## src/rtl/tcdm_word_counter.sv

```systemverilog
/* remaining words of a job and responses seen, loaded at job start.
   the response count wraps past 255 */
`default_nettype none

module tcdm_word_counter (
  input  logic       clk_i,
  input  logic       rst_ni,
  input  logic       cnt_load,
  input  logic [5:0] cnt_len,         // words minus one
  input  logic       cnt_step,
  input  logic       resp_seen,
  output logic       words_left_zero,
  output logic [7:0] resp_cnt
);

  logic [6:0] left_q;                 // up to 64 words
  logic [7:0] resp_q;

  always_ff @(posedge clk_i or negedge rst_ni) begin
    if (!rst_ni) begin
      left_q <= '0;
      resp_q <= '0;
    end else if (cnt_load) begin
      left_q <= 7'(cnt_len) + 7'd1;
      resp_q <= '0;
    end else begin
      if (cnt_step) left_q <= left_q - 7'd1;
      if (resp_seen) resp_q <= resp_q + 8'd1;
    end
  end

  assign words_left_zero = (left_q == '0);
  assign resp_cnt        = resp_q;

  a_no_step_at_zero: assert property (@(posedge clk_i) disable iff (!rst_ni)
    cnt_step |-> !words_left_zero);

endmodule

`default_nettype wire

```

## config.mk

```make
export PLATFORM = sky130hd
export DESIGN_NAME = tcdm_word_counter
export DESIGN_NICKNAME = d
export VERILOG_FILES = /design/src/rtl/tcdm_word_counter.sv
export SDC_FILE = /design/constraint.sdc
export NUM_CORES = 1
export LEC_CHECK = 0
export ABC_AREA = 0
export BUFFER_PORTS_ARGS = -buffer_cell sky130_fd_sc_hd__buf_2
export CAP_MARGIN = 20
export CELL_PAD_IN_SITES_DETAIL_PLACEMENT = 2
export CELL_PAD_IN_SITES_GLOBAL_PLACEMENT = 2
export CORE_MARGIN = 1.5
export CORE_UTILIZATION = 31
export DETAILED_ROUTE_END_ITERATION = 10
export GPL_ROUTABILITY_DRIVEN = 0
export PLACE_DENSITY_LB_ADDON = 0.1
export SLEW_MARGIN = 20
export SYNTH_ARGS = -nofsm -noshare
export SYNTH_HDL_FRONTEND = slang
export SYNTH_SLANG_ARGS = --single-unit
```

## constraint.sdc

```tcl
create_clock -name clk_i -period 1.45 [get_ports clk_i]
set_input_delay 0.29 -clock clk_i [delete_from_list [all_inputs] [get_ports clk_i]]
set_output_delay 0.29 -clock clk_i [all_outputs]
set_load 0.01 [all_outputs]
```

# [Word level (Yosys, flattened, before mapping)]
# Index checks and enable logic that the tools add are counted.
[classes] bitwise=0 shift=0 n_div=0 order_cmp=0 n_mul=0 n_reduce_logical=3 eq_ne=0 mux=4 add_sub_neg=3
[op_table] operator="8-bit two-way mux" n=2
[op_table] operator="7-bit two-way mux" n=2
[op_table] operator="8-bit by 1-bit adder with 8-bit output, second input constant" n=1
[op_table] operator="6-bit by 1-bit adder with 7-bit output, second input constant" n=1
[op_table] operator="7-bit logical NOT" n=1
[op_table] operator="7-bit by 1-bit subtractor with 7-bit output, second input constant" n=1
[op_table] operator="2-bit nonzero test" n=2
[totals] latch_bits=0 input_bits=11 romBits=0 mem_bits_rw=0 reg_bits=15 word_cells=12 n_memories=0

# [Longest topological paths before layout]
[depth] ltp_word=3 ltp_mapped=6 ltp_nobuf=6

# [Worst setup path before layout]
# No wires, ideal clock.
[synth_path] path_kind="register -> output" start="register left_q[0]" end="output port words_left_zero" path_slack_ps=65 t_arrival_ps=1095 path_stages_with_launch=6 cell_sequence="dfrtp_1 inv_1 ha_1 nor3b_1 nand2_1 nor2_1"
[synth_between] elab_chain_len=1
[synth_lines] item="start, declared" line_no="16" rtl="logic [6:0] left_q;"
[synth_lines] item="start signal, assigned" line_no="24" rtl="left_q <= 7'(cnt_len) + 7'd1;"
[synth_lines] item="start signal, assigned" line_no="27" rtl="if (cnt_step) left_q <= left_q - 7'd1;"
[synth_lines] item="7-bit logical NOT" line_no="32" rtl="assign words_left_zero = (left_q == '0);"
[synth_lines] item="end, declared" line_no="12" rtl="output logic words_left_zero,"
# Every way passes these cells.

# [Worst setup path after layout]
[layout_path] start="register left_q[1]" end="output port words_left_zero"
# Same word-level chain as after synthesis.

==> summary.txt <==
Yosys
  • #FFs+latches synth: 15
  • Largest family of logic cells by synthesized area: simple AND/OR/NAND/NOR gates
  • Post-synthesis mux area share: 3.67%
  • Synth area leaders: dfrtp_1 46%, xor2_1 13%, nor2_1 5.5%
  • Ys Warns: 0
  • Syn nets: 97
  • Cells after Synth: between 80 and 90
  • Post-synthesis sequential area ratio: a little under half
  • Yosys top cell area share: between 40% and 50%
  • Simple-Gate Fraction of Synth Area: approximately 22%
  • Synth Area in Compound Gates: 4.89%
  • Synth async-reset ratio: 100%
  • Largest area contributor in the netlist: dfrtp_1
  • Post-synth EDFFs: 0
  • Xor/xnor cell area share of the yosys netlist: 17.1%
  • Count of cell types in the netlist: 21
  • Adder-cell share of the synthesized area: between 4 and 5%
  • Post-Synthesis Cell Area: a little over 800 um^2
  • Avg Cell Area, Syn: just under 10 um^2
  • Ys flop type: dfrtp_1

Clock tree
  • CTS tree: yes
  • H-tree levels: 1
  • CTS Buffer Depth: 2
  • CTS Buf Count: 3
  • Clock sink count: 15
  • CTS Root Cell: clkbuf_4
  • Clock Latency Late Sink: ~290 ps
  • Worst-path clk slew: roughly 90 ps

Status
  • Status: finished with violations
  • Failing checks: setup timing

Worst setup path
  • Cell family with most CP delay: flip-flops
  • CP required: approximately 1200 ps
  • CP startpoint: left_q[1]
  • CP Depth: 6
  • R2R setup slack: approximately 20 ps
  • Critical Path End: words_left_zero
  • CP startpoint kind: flip-flop
  • Worst-path maximum fanout: 2
  • R2R Path End: left_q[6]
  • Arr. time, crit path: approximately 1400 ps
  • Worst Path Buf+Inv: 2
  • Crit path kind: reg2out
  • Slowest cell on crit path: dfrtp_1
  • Max incr delay on CP: between 400 and 500 ps
  • FF-to-FF Start: left_q[1]
  • Critical Path, Cell by Cell: inv_2, ha_4, nor3b_4, nand2_2, nor2_1, buf_2
  • Crit. End Element: primary output
  • R2r worst-path depth: 7

Drt
  • Final ANT Viol Nets: 0
  • # DRC: 0
  • Vias: 707
  • Routed WL per cell: roughly 14 um
  • DR iter-0 viols: 5
  • DR vias/cell: between 4 and 5
  • DRT Wirelength: approximately 2.1 mm
  • Drt pass-1 iters: 2

Timing
  • Fin. Hold Viols: 0
  • RSZ-0062 raised after global routing: yes
  • Setup ws final: -249 ps
  • Final TNS setup: -249 ps
  • Max Fclk: slightly below 600 MHz
  • Slew HR: about three quarters
  • Setup violators final: 1
  • Count of final max-slew check failures: 0
  • Min Tclk post-route: ~1700 ps
  • Max Clock Skew: roughly 3.7 ps
  • Worst-margin pin slew: 363 ps
  • Tcrit/Tclk final: 117%

Global route
  • First-pass GRT wire length: roughly 3.2 mm
  • Tot GR Track Use: between 10% and 20%
  • Largest net degree at the start of global routing: 21
  • GR Overflow Total: 0
  • Vias in the first global route: 696
  • Antenna violations before repair: 0

Finish
  • Layout cells sized above 1: between 30% and 40%
  • Final Non-Filler Cells: between 100 and 150
  • Nets: about 130
  • Diodes inserted: 0
  • Fill cell count: around 280
  • P&R area growth vs syn: 30.3%
  • Most frequent cells in the layout: 19 x buf_2, 15 x dfrtp_1, 12 x nor2_1, 12 x xor2_1
  • Commonest non-fill, non-tap cell in the layout: buf_2

Hold path
  • Hold_sp: cnt_len[0]
  • Class of the worst hold path: in2reg

Die
  • Core area: 0.00248 mm^2
  • Die X: 54.4 um
  • Die height: 54.4 um
  • Total Die Area: around 0.0030 mm^2
  • Starting Density: between 30% and 40%
  • I/O pin cnt: 20
  • Number of cell rows: 18

Flow run
  • Max-cap violations: 0

Place
  • IO buf count: 19
  • Placed insts: between 100 and 150
  • Setup WS pre-CTS: -97.0 ps
  • Final HPWL DP: 1.48 mm

Power
  • Leak Pwr: between 0.5 and 0.6 nW
  • Max IR drop VDD: roughly 0.47 mV
  • Total power draw: 0.956 mW
  • Total power divided by cell area: between 800 and 900 mW/mm^2
==> cell usage after synthesis (2+ instances only) <==
| cell type | instances |
|---|---|
| dfrtp_1 | 15 |
| nor2_1 | 12 |
| xor2_1 | 12 |
| nand2_1 | 9 |
| nand3_1 | 5 |
| o21ai_0 | 4 |
| xnor2_1 | 4 |
| ha_1 | 3 |
| mux2i_1 | 3 |
| and3_1 | 2 |
| clkbuf_1 | 2 |
| inv_1 | 2 |
| nand4_1 | 2 |
==> how the worst min path moves through the flow <==
stage                  endpoint  slack (ps)  cells past startpoint
floorplan             left_q[0]          -6                      0
global placement    resp_cnt[5]         220                      1
detailed placement  resp_cnt[5]         220                      1
CTS                   left_q[0]         180                      2
global route          left_q[0]         180                      2
finish                left_q[0]         190                      2
==> report_power, final <==
part	switching [mW]	internal, mW
logic	0.109	0.113
registers	0.0358	0.450
clock network	0.141	0.107
==> stage by stage <==
| step | cell area, um^2 | util (%) | hold slack (ps) |
|---|---|---|---|
| 4_1_cts | 1040 | 41.8 | 179 |
| 2_1_floorplan | 818 | - | -5.59 |
| 3_3_place_gp | 973 | 39.3 | 219 |
| 6_report | 1070 | 43.0 | 190 |
| 5_1_grt | 1070 | 43.0 | 181 |
| 3_5_place_dp | 973 | 39.3 | 219 |
==> per-layer routing <==
metal | share of wire [%] | vias up | track usage (%)
met5 | 0 | - | 0
met4 | 0.59 | 0 | 5.00
met3 | 3.1 | 2 | 4.92
met2 | 52 | 11 | 24.9
met1 | 44 | 351 | 20.2
li1 | - | 343 | -
==> sequential cells by signal (all words and copies together), names as in the netlist <==
| register | count |
|---|---|
| resp_cnt | 8 |
| left_q | 7 |
==> repair_timing <==
item | 4_1_cts | 5_1_grt
setup buffers | 2 | 2
setup endpoints to repair | 2 | 3
pin swaps | 0 | 4
endpoints found under the hold margin | 15 | 0
gates resized for setup | 2 | 5
hold buffers | 1 | 0
==> final cells by class <==
cell class	count	area (um^2)	share of cell area, %
timing repair buffer	28	165	15.5
sequential	15	375	35.2
clock buffer	4	26.3	2.46
tap	30	37.5	3.52
inverter	2	7.51	0.704
multi-input combinational	64	454	42.6
==> kinds of logic (layout without fill, tap and decap cells) <==
family / count (synthesis) / after routing
and+or+nand+nor: 35 / 35
xor gates and xnor gates: 16 / 16
DFF: 15 / 15
AOI/OAI and AO/OA: 7 / 7
buffers and inverters: 4 / 34
adders and majority gates: 3 / 3
muxes: 3 / 3
Power figures use the tool's default switching activity.
