[config.mk]
export PLATFORM = sky130hd
export DESIGN_NAME = tcdm_copy_fsm
export DESIGN_NICKNAME = d
export VERILOG_FILES = /design/src/rtl/tcdm_copy_pkg.sv /design/src/rtl/tcdm_copy_fsm.sv
export SDC_FILE = /design/constraint.sdc
export NUM_CORES = 1
export LEC_CHECK = 0
export ABC_AREA = 1
export ABC_CLOCK_PERIOD_IN_PS = 2900
export BUFFER_PORTS_ARGS = -buffer_cell sky130_fd_sc_hd__buf_2
export CAP_MARGIN = 20
export CORE_MARGIN = 2
export CORE_UTILIZATION = 43
export CTS_BUF_LIST = sky130_fd_sc_hd__clkbuf_16
export DETAILED_ROUTE_END_ITERATION = 7
export GPL_TIMING_DRIVEN = 0
export PLACE_DENSITY = 0.7
export SLEW_MARGIN = 25
export SYNTH_ARGS = -nofsm -noshare
export SYNTH_HDL_FRONTEND = slang
export SYNTH_SLANG_ARGS = --single-unit
[constraint.sdc]
create_clock -name clk_i -period 2.9 [get_ports clk_i]
set_clock_uncertainty 0.15 [all_clocks]
set_input_delay 0 -clock clk_i [delete_from_list [all_inputs] [get_ports clk_i]]
set_output_delay 0 -clock clk_i [all_outputs]
set_load 0.01 [all_outputs]
[src/rtl/tcdm_copy_pkg.sv]
/* shared widths, register map and command word of the copy engine.
   window offsets assume axi_aw_c is wide enough for mem_base_c + 4*mem_words */
`default_nettype none

package tcdm_copy_pkg;

  localparam int data_w_c = 32;           // tcdm and axi data width
  localparam int be_w_c   = data_w_c / 8; // byte enables
  localparam int axi_aw_c = 12;           // axi-lite byte address

  localparam logic [axi_aw_c-1:0] cmd_off_c    = 12'h000; // write starts a job
  localparam logic [axi_aw_c-1:0] dst_off_c    = 12'h004; // destination word address
  localparam logic [axi_aw_c-1:0] status_off_c = 12'h008; // busy, resp count, done
  localparam logic [axi_aw_c-1:0] mem_base_c   = 12'h400; // memory window, 1 word per 4 bytes

  localparam logic [1:0] resp_okay_c   = 2'b00;
  localparam logic [1:0] resp_slverr_c = 2'b10;

  typedef enum logic {
    op_copy = 1'b0,
    op_fill = 1'b1
  } job_op_e;

  typedef struct packed {
    job_op_e     op;
    logic        filter_en; // 1 drops write responses
    logic [5:0]  len_m1;    // words minus one
    logic [15:0] zero;
    logic [7:0]  src;       // source word address
  } cmd_copy_t;

  typedef struct packed {
    job_op_e     op;
    logic        filter_en;
    logic [5:0]  len_m1;
    logic [23:0] pattern;   // zero-extended to a full word
  } cmd_fill_t;

  typedef union packed {
    cmd_copy_t copy;
    cmd_fill_t fill;
  } tcdm_cmd_u;

endpackage

`default_nettype wire

[src/rtl/tcdm_copy_fsm.sv]
/* owns the tcdm initiator port, a job and a host access never run together.
   relies on a response exactly one cycle after grant */
`default_nettype none

module tcdm_copy_fsm import tcdm_copy_pkg::*; (
  input  logic                clk_i,
  input  logic                rst_ni,
  input  logic                job_start,
  input  tcdm_cmd_u           job_cmd,
  input  logic [data_w_c-1:0] job_dst,
  input  logic                host_req,
  input  logic                host_wen,
  input  logic [data_w_c-1:0] host_addr,
  input  logic [data_w_c-1:0] host_wdata,
  input  logic [be_w_c-1:0]   host_be,
  output logic [data_w_c-1:0] host_rdata,
  output logic                host_done,
  output logic                busy,
  output logic                job_done,
  output logic                req,
  output logic                wen,
  output logic [data_w_c-1:0] add,
  output logic [data_w_c-1:0] data,
  output logic [be_w_c-1:0]   be,
  input  logic                gnt,
  input  logic                r_valid,
  input  logic [data_w_c-1:0] r_data,
  output logic                filter_en,
  output logic                filter_clear,
  output logic                cnt_load,
  output logic [5:0]          cnt_len,
  output logic                cnt_step,
  output logic                resp_seen,
  input  logic                words_left_zero
);

  localparam int waw_c = data_w_c - 2;    // word address width

  localparam logic [2:0] st_idle  = 3'd0;
  localparam logic [2:0] st_hwait = 3'd1;
  localparam logic [2:0] st_read  = 3'd2;
  localparam logic [2:0] st_rwait = 3'd3;
  localparam logic [2:0] st_write = 3'd4;
  localparam logic [2:0] st_wwait = 3'd5;
  localparam logic [2:0] st_done  = 3'd6;

  logic [2:0]          state_q, state_d;
  tcdm_cmd_u           cmd_q;
  logic [waw_c-1:0]    src_q, dst_q;
  logic [data_w_c-1:0] buf_q;             // word in flight of a copy

  assign busy         = (state_q inside {st_read, st_rwait, st_write, st_wwait});
  assign job_done     = (state_q == st_done);
  assign host_rdata   = r_data;
  assign filter_en    = busy ? cmd_q.copy.filter_en : 1'b1; // idle drops host write responses
  assign cnt_load     = (state_q == st_idle) & job_start;
  assign filter_clear = cnt_load;
  assign cnt_len      = job_cmd.copy.len_m1;
  assign resp_seen    = busy & r_valid;

  always_comb begin
    state_d   = state_q;
    req       = 1'b0;
    wen       = 1'b0;
    add       = '0;
    data      = '0;
    be        = '0;
    host_done = 1'b0;
    cnt_step  = 1'b0;
    case (state_q)
      st_idle: begin
        if (job_start) begin
          state_d = (job_cmd.copy.op == op_copy) ? st_read : st_write;
        end else if (host_req) begin
          req  = 1'b1;
          wen  = host_wen;
          add  = host_addr;
          data = host_wdata;
          be   = host_be;
          if (gnt) state_d = st_hwait;
        end
      end
      st_hwait: begin
        host_done = ~host_wen | r_valid;  // writes end here, reads on their response
        if (host_done) state_d = st_idle;
      end
      st_read: begin
        if (words_left_zero) state_d = st_done;
        else begin
          req = 1'b1;
          wen = 1'b1;
          add = {src_q, 2'b00};
          be  = '1;
          if (gnt) state_d = st_rwait;
        end
      end
      st_rwait: if (r_valid) state_d = st_write;
      st_write: begin
        if (words_left_zero) state_d = st_done; // fill ends here
        else begin
          req  = 1'b1;
          add  = {dst_q, 2'b00};
          data = (cmd_q.copy.op == op_copy) ? buf_q : data_w_c'(cmd_q.fill.pattern);
          be   = '1;
          if (gnt) begin
            if (filter_en) cnt_step = 1'b1; // no response will follow
            else state_d = st_wwait;
          end
        end
      end
      st_wwait: if (r_valid) cnt_step = 1'b1;
      st_done:  state_d = st_idle;
      default:  state_d = st_idle;
    endcase
    if (cnt_step) state_d = (cmd_q.copy.op == op_copy) ? st_read : st_write;
  end

  always_ff @(posedge clk_i or negedge rst_ni) begin
    if (!rst_ni) begin
      state_q <= st_idle;
      cmd_q   <= '0;
      src_q   <= '0;
      dst_q   <= '0;
    end else begin
      state_q <= state_d;
      if (cnt_load) begin
        cmd_q <= job_cmd;
        src_q <= waw_c'(job_cmd.copy.src);
        dst_q <= job_dst[waw_c-1:0];
      end else if (cnt_step) begin
        src_q <= src_q + 1'b1;          // ascending, word by word
        dst_q <= dst_q + 1'b1;
      end
    end
  end

  always_ff @(posedge clk_i) begin
    if (state_q == st_rwait && r_valid) buf_q <= r_data;
  end

  // a granted read is answered in the very next cycle
  a_read_resp_next_cycle: assert property (@(posedge clk_i) disable iff (!rst_ni)
    (state_q == st_rwait || (state_q == st_hwait && host_wen)) |-> r_valid);

endmodule

`default_nettype wire

-- Word-level counts from Yosys, hierarchy flattened
Cells that the tools add are included.
- bits in registers: 127
- input bits: 172
- output and inout port bits: 116
- logic and storage cells: 77
- eq/ne operators: 14
- bitwise logic cells: 4
- reductions and logical operators: 6
- add/sub/neg operators: 2
- muxes and demuxes: 46
- operators by type and width (cell ; number):
    32-bit two-way mux ; 8
    30-bit two-way mux ; 4
    32-bit case mux with 3 select lines ; 1
    32-bit case mux with 2 select lines ; 1
    30-bit by 1-bit adder with 30-bit output, second input constant ; 2
    3-bit two-way mux ; 13
    4-bit inequality test, second input constant ; 5
    3-bit case mux with 6 select lines ; 1
    4-bit two-way mux ; 3
    1-bit two-way mux ; 11
    3-bit equality test, second input constant ; 3
    4-bit case mux with 2 select lines ; 1
    8-bit AND reduction ; 1
    3-bit by 2-bit equality test with 1-bit output, second input constant ; 2
    3-bit inequality test, second input constant ; 2
    1-bit case mux with 2 select lines ; 3
    4-bit nonzero test ; 1
    3-bit by 1-bit equality test with 1-bit output, second input constant ; 1
    3-bit logical NOT ; 1
    1-bit bitwise AND ; 2
    2-bit inequality test, second input constant ; 1
    2-bit nonzero test ; 1
    2-bit OR reduction ; 1
    1-bit logical AND ; 1
    2 further kinds ; 2

-- Logic depth before layout (Yosys ltp)
- word-level depth: 9
- gate-level depth with buffers: 12
- gate-level depth less buffers: 12

-- Least setup slack after synthesis
No wires, ideal clock.
- path type: flip-flop to flip-flop
- start: register state_q[1]
- end: register buf_q[0] (enable)
- setup slack: 0.313 ns
- clock period less this slack: 2.587 ns
- data arrival time: 2.016 ns
- buffers on the path: 0
- data required time: 2.329 ns
- setup time: 0.421 ns
- cell stages (with the launch flop): 5
- cell sequence: dfrtp_1 -> inv_2 -> nor2_2 -> nand2_1 -> nor2_1
- longest elaborated chain between the ends: 2
- ends and longest elaborated chain (item ; line ; RTL):
    from (decl) ; tcdm_copy_fsm.sv:47 ; logic [2:0] state_q, state_d;
    from (signal assigned) ; tcdm_copy_fsm.sv:120 ; state_q <= st_idle;
    from (signal assigned) ; tcdm_copy_fsm.sv:125 ; state_q <= state_d;
    3-bit by 2-bit equality test with 1-bit output ; tcdm_copy_fsm.sv:138 ; if (state_q == st_rwait && r_valid) buf_q <= r_data;
    1-bit logical AND ; tcdm_copy_fsm.sv:138 ;
    to (signal assigned) ; tcdm_copy_fsm.sv:138 ;
    to (decl) ; tcdm_copy_fsm.sv:50 ; logic [data_w_c-1:0] buf_q;
Every way passes these cells.
A chain may end at the register's enable or synchronous reset.

-- Worst setup path in the final report
- start: register state_q[2]
- end: output add[19]
- longest elaborated chain between the ends: 2
- elaborated cells on any way between the ends: 4
- classes of those cells: eq/ne (2); mux (1); reduce/logical (1)
- ends and longest elaborated chain (item ; line ; RTL):
    3-bit equality test (tied with other cells) ; tcdm_copy_fsm.sv:70 ; case (state_q)
    32-bit case mux with 3 select lines * ; tcdm_copy_fsm.sv:70 ;
    to (decl) ; tcdm_copy_fsm.sv:22 ; output logic [data_w_c-1:0] add,
Mark *: on every way between the ends. The rest lies on a longest branch, timed or not.

==> flow_metrics.tcl <==
set metrics [dict create \
    setup.worst_path.start "state_q[2]$_DFFE_PN0P_" \
    grt_max_degree 63 \
    min_period_ns 2.78 \
    tightest_slew_ns 0.789 \
    drtIter0Drc 887 \
    cts.reportedPaths.clkPinSlew_ns 0.06 \
    ys_ff_latch 121 \
    cp.required_ns 2.75 \
    dieWidth_um 142 \
    r2r_cells 11 \
    area_growth_pct 40.4 \
    clock.fmax_mhz 359 \
    vias 9707 \
    cts_made_buffers 17 \
    drive_above_1_share_pct 27.1 \
    grt_pass1_wl_um 52800 \
    dpl.hpwl_um 26600 \
    rrSetupSlack_ns 0.77 \
    grt_antenna_before_repair 3 \
    fin_crit_sh_pct 96.0 \
    clock-sinks 121 \
    drv_cap 0 \
    synth_commonest_cells "367 x nand2_1, 144 x nand3_1, 112 x nor2_1, 89 x dfrtp_1, 88 x inv_1" \
    path_max_fanout 10 \
    grt_pass1_vias 9521 \
    synthFlopType "dfrtp_1" \
    viasPerCell 5.37 \
    hold_viol_final 0 \
    die_height_um 142 \
    routed_wl_um 35100 \
    path_cells "inv_1, nand2_1, nor2_1, buf_2, clkbuf_4, nand3_1, o211ai_1, buf_2" \
    place_inst 1674 \
    core_um2 18700 \
    cp_slowest_stage_delay_ns 0.43 \
    fill_cells 1718 \
    post-synth-top-count-cell "nand2_1" \
    synth_top_area_share_pct 27.2 \
    worstSetupStartpointType "register" \
    stdcell_count 1806 \
    power_density_nw_per_um2 779 \
    pre_cts_slack_ns 0.575 \
    async_reset_ff_share_pct 73.6 \
    worst_slack_ns 0.117 \
    cts_tree "yes" \
    cpMostUsedCell "buf_2" \
    root_buffer "clkbuf_16" \
    grt_use_total_pct 34.7 \
    detail-route-antenna-nets 0 \
    seq_area_um2 3190 \
    port_buffers 279 \
    syn_nets 1333 \
    leakagePower_nw 5.69 \
    cts_max_path_buffers 2 \
    synth-edff-count 32 \
    relSlewSlack_pct 47.4 \
    ys_seq_area_share_pct 38.9 \
    worstSetupEndpointType "primary output" \
    crit_family "buffers and inverters" \
    syn_inst 1159 \
    yosys_warnings 0 \
    synth_cell_type_count 39 \
    htreeDepth 4 \
    syn_area_per_cell_um2 7.08 \
    arrival_ns 2.63 \
    wire_per_inst_um 19.4 \
    initial_utilization_pct 43.8 \
    r2r-end "src_q[14]$_DFFE_PN0P_" \
    critical_path.endpoint "add[19]" \
    p_total_mw 8.97 \
    synth_area_um2 8200 \
    drc 0 \
    crit_buf_inv 4 \
    rsz0062_at_grt "no" \
    hold_path.class "in2out" \
    finalSetupTns_ns 0 \
    synth.area.top_cells "dfrtp_1 27%, nand2_1 17%, edfxtp_1 12%" \
    first_pass_iters 6 \
    rows 50 \
    synth_top_area_cell "dfrtp_1" \
    worstSkewPairLatency_ns 0.44 \
    r2r-start "src_q[1]$_DFFE_PN0P_" \
    path_class "reg2out" \
    multiInputGateArea_um2 4060 \
    status "completed" \
    nNetsFinal 1730 \
    setup_viol 0 \
    placed_area_um2 9950 \
    die_area_um2 20200 \
    stdcell_area_um2 11500 \
    path_depth 8 \
    ir_drop_uv 430 \
    overflow 0 \
    postCtsSetupRepairBufs 0 \
    globalplace.congestion 1.00 \
    io_pins 288 \
    report.final.slew_viol_count 0 \
    slowest_stage "dfrtp_1" \
]
==> repair_timing <==
action | 4_1_cts | 5_1_grt
endpoints found under the hold margin | 196 | 0
setup endpoints to repair | 0 | 3
gates resized for setup | 0 | 5
hold buffers | 97 | 0
==> registers in the layout, indices dropped and copies added (netlist names) <==
register	flops
state_q	3
cmd_q	26
src_q	30
dst_q	30
buf_q	32
==> stage by stage <==
stage          hold slack (ns)  utilization, %
6_report                0.0329            61.5
4_1_cts                 0.0340            61.5
5_1_grt                 0.0425            61.5
3_5_place_dp            -0.255            53.2
3_3_place_gp            0.0346            52.9
2_1_floorplan           -0.446               -
==> how the worst min path moves through the flow <==
| stage | slack, ns | start | to | cells past startpoint |
|---|---|---|---|---|
| after CTS | 0.03 | job_cmd[25] | cnt_len[1] | 2 |
| final | 0.03 | job_cmd[25] | cnt_len[1] | 2 |
| after floorplan | -0.45 | rst_ni | cmd_q[0]$_DFFE_PN0P_ | 0 |
| after detailed placement | -0.25 | rst_ni | dst_q[12]$_DFFE_PN0P_ | 1 |
| after global routing | 0.04 | job_cmd[29] | cnt_len[5] | 2 |
| after global placement | 0.03 | job_cmd[27] | cnt_len[3] | 2 |
==> cells in the final DEF, fill, tap and decap left out, types with 10 or more instances in the layout <==
cell	instances
buf_2	302
o211ai_1	10
dfrtp_1	89
nor2_1	111
nor3_1	13
nand2_1	367
nand3_1	144
o21ai_0	67
nand2_2	10
dlygate4sd3_1	96
clkbuf_16	17
buf_4	50
edfxtp_1	32
o221ai_1	21
nand4_1	22
mux2i_1	24
inv_1	88
a31oi_1	12
==> routing by layer <==
| layer | track usage [%] | up-vias | wire, µm |
|---|---|---|---|
| li1 | - | 4604 | - |
| met1 | 42.6 | 4539 | 13900 |
| met2 | 59.8 | 484 | 17000 |
| met3 | 7.03 | 80 | 2870 |
| met4 | 14.0 | 0 | 1360 |
| met5 | 0 | - | 0 |
==> final cells by class <==
type,instances,area share (%)
diodes,3,0.0652
plain buffers,94,5.34
clock buffers,17,3.70
clock inverters,15,1.23
inverters,95,3.10
multi-input cells,849,35.2
flip-flops and latches,121,27.7
well taps,234,2.54
repair buffers,378,21.1
==> logic make-up after synthesis <==
family | share of synthesized area, %
flops | 38.9
mux | 2.93
xor+xnor | 0.854
fa+ha+maj | 0.305
simple gates | 35.7
compound gates | 9.61
buf+inv | 11.8
==> power breakdown <==
group / internal, mW / switching (mW) / total, mW
registers: 2.22 / 0.460 / 2.68
clock network: 1.19 / 0.909 / 2.10
logic: 1.47 / 2.72 / 4.19
total: 4.88 / 4.09 / 8.97
No activity file was read; power rests on OpenSTA's default activity.
