[src/rtl/tcdm_copy_pkg.sv]
/* shared widths, register map and command word of the copy engine.
   window offsets assume axi_aw_c is wide enough for mem_base_c + 4*mem_words */
`default_nettype none

package tcdm_copy_pkg;

  localparam int data_w_c = 32;           // tcdm and axi data width
  localparam int be_w_c   = data_w_c / 8; // byte enables
  localparam int axi_aw_c = 12;           // axi-lite byte address

  localparam logic [axi_aw_c-1:0] cmd_off_c    = 12'h000; // write starts a job
  localparam logic [axi_aw_c-1:0] dst_off_c    = 12'h004; // destination word address
  localparam logic [axi_aw_c-1:0] status_off_c = 12'h008; // busy, resp count, done
  localparam logic [axi_aw_c-1:0] mem_base_c   = 12'h400; // memory window, 1 word per 4 bytes

  localparam logic [1:0] resp_okay_c   = 2'b00;
  localparam logic [1:0] resp_slverr_c = 2'b10;

  typedef enum logic {
    op_copy = 1'b0,
    op_fill = 1'b1
  } job_op_e;

  typedef struct packed {
    job_op_e     op;
    logic        filter_en; // 1 drops write responses
    logic [5:0]  len_m1;    // words minus one
    logic [15:0] zero;
    logic [7:0]  src;       // source word address
  } cmd_copy_t;

  typedef struct packed {
    job_op_e     op;
    logic        filter_en;
    logic [5:0]  len_m1;
    logic [23:0] pattern;   // zero-extended to a full word
  } cmd_fill_t;

  typedef union packed {
    cmd_copy_t copy;
    cmd_fill_t fill;
  } tcdm_cmd_u;

endpackage

`default_nettype wire

[src/rtl/tcdm_axil_regs.sv]
/* axi4-lite slave, one transaction at a time, writes win over reads when both arrive.
   wstrb applies to the memory window only, register writes take the full word */
`default_nettype none

module tcdm_axil_regs import tcdm_copy_pkg::*; #(
  parameter int mem_words = 256
) (
  input  logic                clk_i,
  input  logic                rst_ni,
  input  logic [axi_aw_c-1:0] awaddr,
  input  logic                awvalid,
  output logic                awready,
  input  logic [data_w_c-1:0] wdata,
  input  logic [be_w_c-1:0]   wstrb,
  input  logic                wvalid,
  output logic                wready,
  output logic [1:0]          bresp,
  output logic                bvalid,
  input  logic                bready,
  input  logic [axi_aw_c-1:0] araddr,
  input  logic                arvalid,
  output logic                arready,
  output logic [data_w_c-1:0] rdata,
  output logic [1:0]          rresp,
  output logic                rvalid,
  input  logic                rready,
  output logic                host_req,
  output logic                host_wen,   // high means read
  output logic [data_w_c-1:0] host_addr,  // byte address into the bank
  output logic [data_w_c-1:0] host_wdata,
  output logic [be_w_c-1:0]   host_be,
  input  logic [data_w_c-1:0] host_rdata,
  input  logic                host_done,
  output logic                job_start,
  output tcdm_cmd_u           job_cmd,
  output logic [data_w_c-1:0] job_dst,
  input  logic                busy,
  input  logic                job_done,
  input  logic [7:0]          resp_cnt
);

  localparam int word_aw_c = $clog2(mem_words);
  localparam logic [31:0] win_end_c = 32'(mem_base_c) + 32'(4 * mem_words);

  localparam logic [2:0] st_idle  = 3'd0;
  localparam logic [2:0] st_hwr   = 3'd1; // window write pending on the fsm
  localparam logic [2:0] st_hrd   = 3'd2; // window read pending on the fsm
  localparam logic [2:0] st_bresp = 3'd3;
  localparam logic [2:0] st_rresp = 3'd4;

  logic [2:0] state_q;
  logic       done_q;                     // sticky, cleared by a status read
  logic       wr_acc, rd_acc;
  logic       wr_win, rd_win;
  logic       host_wr_go, host_rd_go;
  logic [data_w_c-1:0] status;

  function automatic logic win_hit(input logic [axi_aw_c-1:0] addr);
    return (32'(addr) >= 32'(mem_base_c)) && (32'(addr) < win_end_c);
  endfunction

  function automatic logic [data_w_c-1:0] win_addr(input logic [axi_aw_c-1:0] addr);
    logic [axi_aw_c-1:0] off;
    off = addr - mem_base_c;
    return data_w_c'({off[word_aw_c+1:2], 2'b00});
  endfunction

  assign wr_acc  = (state_q == st_idle) & awvalid & wvalid;
  assign rd_acc  = (state_q == st_idle) & arvalid & ~(awvalid & wvalid);
  assign awready = wr_acc;
  assign wready  = wr_acc;
  assign arready = rd_acc;
  assign bvalid  = (state_q == st_bresp);
  assign rvalid  = (state_q == st_rresp);

  assign wr_win     = win_hit(awaddr);
  assign rd_win     = win_hit(araddr);
  assign host_wr_go = wr_acc & wr_win & ~busy;
  assign host_rd_go = rd_acc & rd_win & ~busy;
  assign status     = {15'b0, done_q, resp_cnt, 7'b0, busy};

  always_ff @(posedge clk_i or negedge rst_ni) begin
    if (!rst_ni) begin
      state_q   <= st_idle;
      host_req  <= 1'b0;
      job_start <= 1'b0;
      job_cmd   <= '0;
      job_dst   <= '0;
      done_q    <= 1'b0;
      bresp     <= resp_okay_c;
      rresp     <= resp_okay_c;
      rdata     <= '0;
    end else begin
      job_start <= 1'b0;                  // single-cycle pulse
      case (state_q)
        st_idle: begin
          if (wr_acc) begin
            bresp   <= resp_okay_c;
            state_q <= st_bresp;
            if (wr_win) begin
              if (busy) bresp <= resp_slverr_c; // bank belongs to the job
              else begin
                host_req <= 1'b1;
                state_q  <= st_hwr;
              end
            end else if (awaddr == cmd_off_c) begin
              if (busy) bresp <= resp_slverr_c;
              else begin
                job_cmd   <= wdata;
                job_start <= 1'b1;
              end
            end else if (awaddr == dst_off_c) begin
              job_dst <= wdata;
            end else if (awaddr != status_off_c) begin
              bresp <= resp_slverr_c;     // unmapped
            end
          end else if (rd_acc) begin
            rresp   <= resp_okay_c;
            rdata   <= '0;
            state_q <= st_rresp;
            if (rd_win) begin
              if (busy) rresp <= resp_slverr_c;
              else begin
                host_req <= 1'b1;
                state_q  <= st_hrd;
              end
            end else if (araddr == cmd_off_c) begin
              rdata <= job_cmd;
            end else if (araddr == dst_off_c) begin
              rdata <= job_dst;
            end else if (araddr == status_off_c) begin
              rdata  <= status;
              done_q <= 1'b0;
            end else begin
              rresp <= resp_slverr_c;
            end
          end
        end
        st_hwr: begin
          if (host_done) begin
            host_req <= 1'b0;
            state_q  <= st_bresp;
          end
        end
        st_hrd: begin
          if (host_done) begin
            host_req <= 1'b0;
            rdata    <= host_rdata;       // valid only in the host_done cycle
            state_q  <= st_rresp;
          end
        end
        st_bresp: if (bready) state_q <= st_idle; // held until taken
        st_rresp: if (rready) state_q <= st_idle;
        default:  state_q <= st_idle;
      endcase
      if (job_done) done_q <= 1'b1;       // a set beats a clearing read
    end
  end

  // host payload, stable while host_req is high
  always_ff @(posedge clk_i) begin
    if (host_wr_go) begin
      host_wen   <= 1'b0;
      host_addr  <= win_addr(awaddr);
      host_wdata <= wdata;
      host_be    <= wstrb;
    end else if (host_rd_go) begin
      host_wen   <= 1'b1;
      host_addr  <= win_addr(araddr);
    end
  end

  // host accesses and jobs never overlap on the bank
  a_host_not_busy: assert property (@(posedge clk_i) disable iff (!rst_ni)
    $rose(host_req) |-> !busy);

endmodule

`default_nettype wire

[config.mk]
export PLATFORM = sky130hd
export DESIGN_NAME = tcdm_axil_regs
export DESIGN_NICKNAME = d
export VERILOG_FILES = /design/src/rtl/tcdm_copy_pkg.sv /design/src/rtl/tcdm_axil_regs.sv
export SDC_FILE = /design/constraint.sdc
export NUM_CORES = 1
export LEC_CHECK = 0
export BUFFER_PORTS_ARGS = -buffer_cell sky130_fd_sc_hd__clkbuf_2
export CORE_MARGIN = 4
export CORE_UTILIZATION = 40
export DETAILED_ROUTE_END_ITERATION = 12
export GPL_ROUTABILITY_DRIVEN = 0
export PLACE_DENSITY = 0.76
export SYNTH_ARGS = -nofsm -noshare
export SYNTH_HDL_FRONTEND = slang
export SYNTH_SLANG_ARGS = --single-unit
[constraint.sdc]
create_clock -name clk_i -period 4.1 [get_ports clk_i]
set_input_delay 0.205 -clock clk_i [delete_from_list [all_inputs] [get_ports clk_i]]
set_output_delay 0.205 -clock clk_i [all_outputs]
set_load 0.01 [all_outputs]
; ---- Word-level counts from Yosys, hierarchy flattened
; Cells that the tools add are included.
[classes]
eq_ne = 22
muxes = 50
n_reduce_logical = 20
n_bitwise = 14
n_addsub = 2
magnitude_cmp = 4
[ops]
columns = cell, n
row1 = 32-bit 2-to-1 mux, 6
row2 = 32-bit case mux with 2 select lines, 1
row3 = "12-bit by 3-bit equality test with 1-bit output, second input constant", 2
row4 = "12-bit by 11-bit greater-or-equal comparator with 1-bit output, second input constant", 2
row5 = 12-bit zero test, 2
row6 = "12-bit less-than comparator, second input constant", 2
row7 = 3-bit 2-to-1 mux, 8
row8 = 2-bit 2-to-1 mux, 11
row9 = 10-bit 2-to-1 mux, 2
row10 = 5-bit AND reduction, 4
row11 = "10-bit by 1-bit subtractor with 10-bit output, second input constant", 2
row12 = 1-bit 2-to-1 mux, 19
row13 = 17-bit 2-to-1 mux, 1
row14 = "2-bit != test, second input constant", 8
row15 = 3-bit case mux with 5 select lines, 1
row16 = "12-bit by 4-bit equality test with 1-bit output, second input constant", 1
row17 = "12-bit by 4-bit != test with 1-bit output, second input constant", 1
row18 = 2-bit nonzero test, 6
row19 = 1-bit AND, 9
row20 = "3-bit != test, second input constant", 3
row21 = 7-bit AND reduction, 1
row22 = "3-bit by 2-bit equality test with 1-bit output, second input constant", 2
row23 = "2-bit by 1-bit != test with 1-bit output, second input constant", 3
row24 = 1-bit inverter, 5
row25 = other kinds (9), 10
[word_totals]
register_bits = 151
out_inout_bits = 176
inputBits = 110

; ---- Depth between registers and ports, before layout
[logic_depth]
ltp_word = 9
ltp_mapped = 7

; ---- Worst setup path before layout
; Ideal clock, no wire load.
[synth_timing]
path_kind = register -> register
start = register state_q[2]
end = register host_addr[3] (data pin)
arrival_ps = 2417
path_stages_with_launch = 6
n_path_buf = 1
path_slack_ps = 1363
path_cell_list = dfrtp_1 nor3_1 nand3_1 inv_1 clkbuf_1 o21ai_0
[synth_via]
elab_chain_len = 6
[synth_lines]
columns = item, line
row1 = start: declaration, tcdm_axil_regs.sv:51  ; logic [2:0] state_q;
row2 = start signal: assignment, tcdm_axil_regs.sv:84  ; state_q <= st_idle;
row3 = start signal: assignment, tcdm_axil_regs.sv:99  ; state_q <= st_bresp;
row4 = start signal: assignment, tcdm_axil_regs.sv:104  ; state_q <= st_hwr;
row5 = 3-bit zero test, tcdm_axil_regs.sv:68  ; assign wr_acc = (state_q == st_idle) & awvalid & wvalid;
row6 = 1-bit AND (2 in a row), tcdm_axil_regs.sv:68
row7 = 1-bit AND (2 in a row), tcdm_axil_regs.sv:78  ; assign host_wr_go = wr_acc & wr_win & ~busy;
row8 = net host_wr_go, tcdm_axil_regs.sv:55  ; logic host_wr_go, host_rd_go;
row9 = 10-bit 2-to-1 mux, tcdm_axil_regs.sv:162  ; if (host_wr_go) begin
row10 = end signal: assignment, tcdm_axil_regs.sv:164  ; host_addr <= win_addr(awaddr);
row11 = end signal: assignment, tcdm_axil_regs.sv:169  ; host_addr <= win_addr(araddr);
row12 = end: declaration, tcdm_axil_regs.sv:29  ; output logic [data_w_c-1:0] host_addr,
; The timed path passes the listed nets, and every way through them passes these cells.
; A chain may end at the register's enable or synchronous reset.

; ---- Final worst setup path
[layout_timing]
start = register state_q[0]
end = register job_cmd[31] (netlist name)
[layout_via]
elab_chain_len = 4
[layout_lines]
columns = item, line
row1 = 3-bit zero test *, "tcdm_axil_regs.sv:68, tcdm_axil_regs.sv:95"
row2 = 1-bit AND (2 in a row), tcdm_axil_regs.sv:68
row3 = 5-bit AND reduction (no source line) *, --
row4 = end signal: assignment, tcdm_axil_regs.sv:109  ; job_cmd <= wdata;
row5 = end: declaration, tcdm_axil_regs.sv:35  ; output tcdm_cmd_u job_cmd,
; Every way passes the cells marked *; elsewhere a longest branch is shown, timed or not.

==> impl_metrics.toml <==
[status]
status = "completed"

[timing]
max_freq_mhz = 364.5
grt_setup_unrepaired = "no"
max_slew_margin = 0.2501
maxSlewViolCount = 0
finalSetupViolCount = 0
finalClockSkew_ps = 6.726
post-route-period-util = 0.6691
tightest_slew_ps = 1123
setup_tns_ps = 0
min_period_ps = 2743
hold_viol = 0

[floorplanning]
dieArea_um2 = 18770
die_height_um = 137
fp-row-count = 46
die_width_um = 137
initial_core_util = 0.4130
ios = 286
core_um2 = 16120

[logic_synthesis]
synth_compound_area_frac = 0.09680
synth_edf_count = 44
synth-simple-area-share = 0.07726
synthMuxAreaShare = 0.1605
synth_top_flop_cell = "dfrtp_1"
synth-warning-count = 0
synth_xor_xnor_area_share = 0
ys_types = 48
synth-seq-cells = 149
synth_cells = 526
synth_adder_area_share = 0
syn_area_um2 = 6656
seq_area_frac_synth = 0.5925
synth_top_family_by_area = "multiplexers"
synth-async-reset-ratio = 0.6980
synth.avg_cell_area_um2 = 12.65

[clock_network]
h-tree-depth = 4
clock_sinks = 149
cts_buffer_depth = 2
post_cts_buffers = 0
cts_resized = 0
hold_buffers = 37
cts_tree = "built"
path_clk_slew_ps = 60
numCtsBuffers = 17
root_buffer = "clkbuf_16"
clk_latency_ps = 420

[route]
dr.first_iter.drc_count = 199
drt-pass1-iter-count = 4
wl_per_cell_um = 18.03
vias_per_cell = 5.015
wirelength_um = 18890
ant_nets = 0
vias = 5256
drc = 0

[critical_path]
crit_chain = "nor3_1 > and2_1 > nand3_2 > mux2_1"
worstSetupPathType = "flop to flop"
reg2reg_slack_ps = 1360
critPathMaxFanout = 32
slowest_delay_ps = 800
endpoint_kind = "flop"
r2r_end = "job_cmd[31]"
reg2reg_depth = 4
critPathRequiredTime_ps = 4390
start_kind = "flop"
r2r_start = "state_q[0]"
arrival_ps = 3030
worst_path_max_delay_cell = "nand3_2"

[min_path]
hp-start = "araddr[8]"
hold_end = "host_addr[8]"
min_delay_path_depth = 3
worstHoldPathType = "input port to flop"

[global_routing]
grt_pass1_vias = 5520
grt_pass1_wl_um = 28950
gr-usage-all-layers = 0.2020
overflow = 0
grt_max_degree = 70
antenna_found_initial = 0

[pwr]
p_leak_uw = 0.004713
powerDensity_nw_per_um2 = 487.0
max-vdd-ir-drop_mv = 0.2694

[cells_and_area]
area_growth_pct = 35.60
layout-drive-gt1-share = 0.4363
final_core_util = 0.5601
seq_area_um2 = 3944
n_fill_cell = 1396
multi_input_area_um2 = 2345
num-nets-final = 929
instances_no_fill = 1048
diodes = 0

[placement]
place_inst = 978
numPortBuffers = 259
dp_hpwl_um = 13020

[job]
max_cap_violations = 0
-- synth_stat cells (all sizes together) (2+ instances only) --
library cell | number | area [µm²]
nor3 | 4 | 20.02
nor3b | 4 | 30.03
nand2 | 31 | 116.4
dfrtp | 104 | 2603
a21o | 2 | 15.01
a221oi | 22 | 192.7
nor4 | 2 | 33.78
a21oi | 46 | 230.2
or4b | 2 | 20.02
mux2 | 86 | 968.4
nand2b | 4 | 25.02
and2 | 13 | 81.33
or4 | 4 | 33.78
a31oi | 2 | 12.51
o21ai | 2 | 10.01
mux2i | 10 | 100.1
nor2b | 4 | 25.02
and3 | 2 | 12.51
nor2 | 12 | 45.04
edfxtp | 44 | 1321
clkbuf | 14 | 52.55
o31ai | 12 | 90.09
nand3 | 6 | 35.03
or2 | 2 | 12.51
buf | 40 | 286.5
inv | 38 | 142.6
-- flip-flops by register name, summed over array words and instances (netlist names) --
register	flops
job_dst	32
host_be	4
rresp	1
host_wen	1
bresp	1
rdata	32
host_addr	8
job_start	1
state_q	3
host_wdata	32
host_req	1
done_q	1
job_cmd	32
-- routing by layer --
metal,GRT usage,part of all wire,up-vias
met5,0,0,-
met4,0.07095,0.015,0
met3,0.05919,0.085,22
met2,0.3480,0.50,239
met1,0.2407,0.40,2571
li1,-,-,2424
-- area by class of cell --
type | count | area share
clock buffer | 19 | 0.05018
multi-input combinational | 310 | 0.2598
inverter | 38 | 0.01580
sequential | 149 | 0.4369
timing repair buffer | 303 | 0.1910
tap | 216 | 0.02994
clock inverter | 13 | 0.01636
-- report_power, final --
part / switching (µW) / total [µW] / internal, µW / leakage (µW)
Combinational: 563 / 977 / 414 / 0.00263
Clock: 633 / 1570 / 937 / 0.000288
Sequential: 128 / 1850 / 1720 / 0.00179
Total: 1320 / 4400 / 3070 / 0.00471
-- worst max path at each step --
stage | startpoint | depth (start not counted) | to
floorplan | state_q[2] | 5 | host_addr[3]
global placement | awaddr[6] | 5 | job_cmd[31]
detailed placement | awaddr[6] | 5 | job_cmd[31]
CTS | state_q[0] | 4 | job_cmd[31]
global route | state_q[0] | 4 | host_addr[3]
finish | state_q[0] | 4 | job_cmd[31]
-- logic make-up (layout without fill, tap and decap cells) --
| logic type | after synthesis | after routing |
|---|---|---|
| other | 1 | 26 |
| AOI/OAI and AO/OA | 95 | 95 |
| DFF | 149 | 149 |
| buffers and inverters | 92 | 373 |
| muxes | 96 | 96 |
| and+or+nand+nor | 93 | 93 |
-- metrics by stage --
stage | power [µW] | hold slack [ps] | worst slack [ps] | area [µm²]
after floorplan | 2417 | -90.59 | 1363 | 6750
after global placement | 2795 | 380.7 | 1369 | 8045
after detailed placement | 2822 | 384.1 | 1314 | 8045
after CTS | 4433 | 0.1489 | 1364 | 9016
after global routing | 4630 | 65.48 | 1218 | 9026
final | 4396 | 74.56 | 1357 | 9026
-- layout by cell type (no fill, tap or decap), types with 2 or more instances in the layout --
cell type,netlist,routed
nor4_4,1,2
clkinvlp_4,0,3
clkbuf_8,0,2
clkbuf_2,0,258
a21oi_1,46,46
inv_1,38,37
inv_6,0,2
a31oi_1,2,2
mux2_2,54,54
buf_4,28,7
clkinv_2,0,2
nor3b_1,4,3
a21o_1,2,2
o31ai_1,12,12
dfrtp_1,104,104
clkinv_4,0,3
nand2b_1,4,4
or2_2,2,2
mux2_1,32,32
dlygate4sd3_1,0,38
nor2b_1,4,4
nand2_1,31,31
or4_1,3,3
edfxtp_1,44,44
conb_1,1,26
bufinv_16,0,2
and2_1,13,13
a221oi_1,22,22
nor3_1,4,4
nand3_1,5,5
clkbuf_16,0,17
mux2i_1,10,10
nor2_1,12,12
o21ai_0,2,2
-- critical path: cells and delay by family (launching register included) --
kind             cells  cell delay [ps]
DFF                  1              520
muxes                1              620
and+or+nand+nor      3             1460
Power figures use the tool's default switching activity.
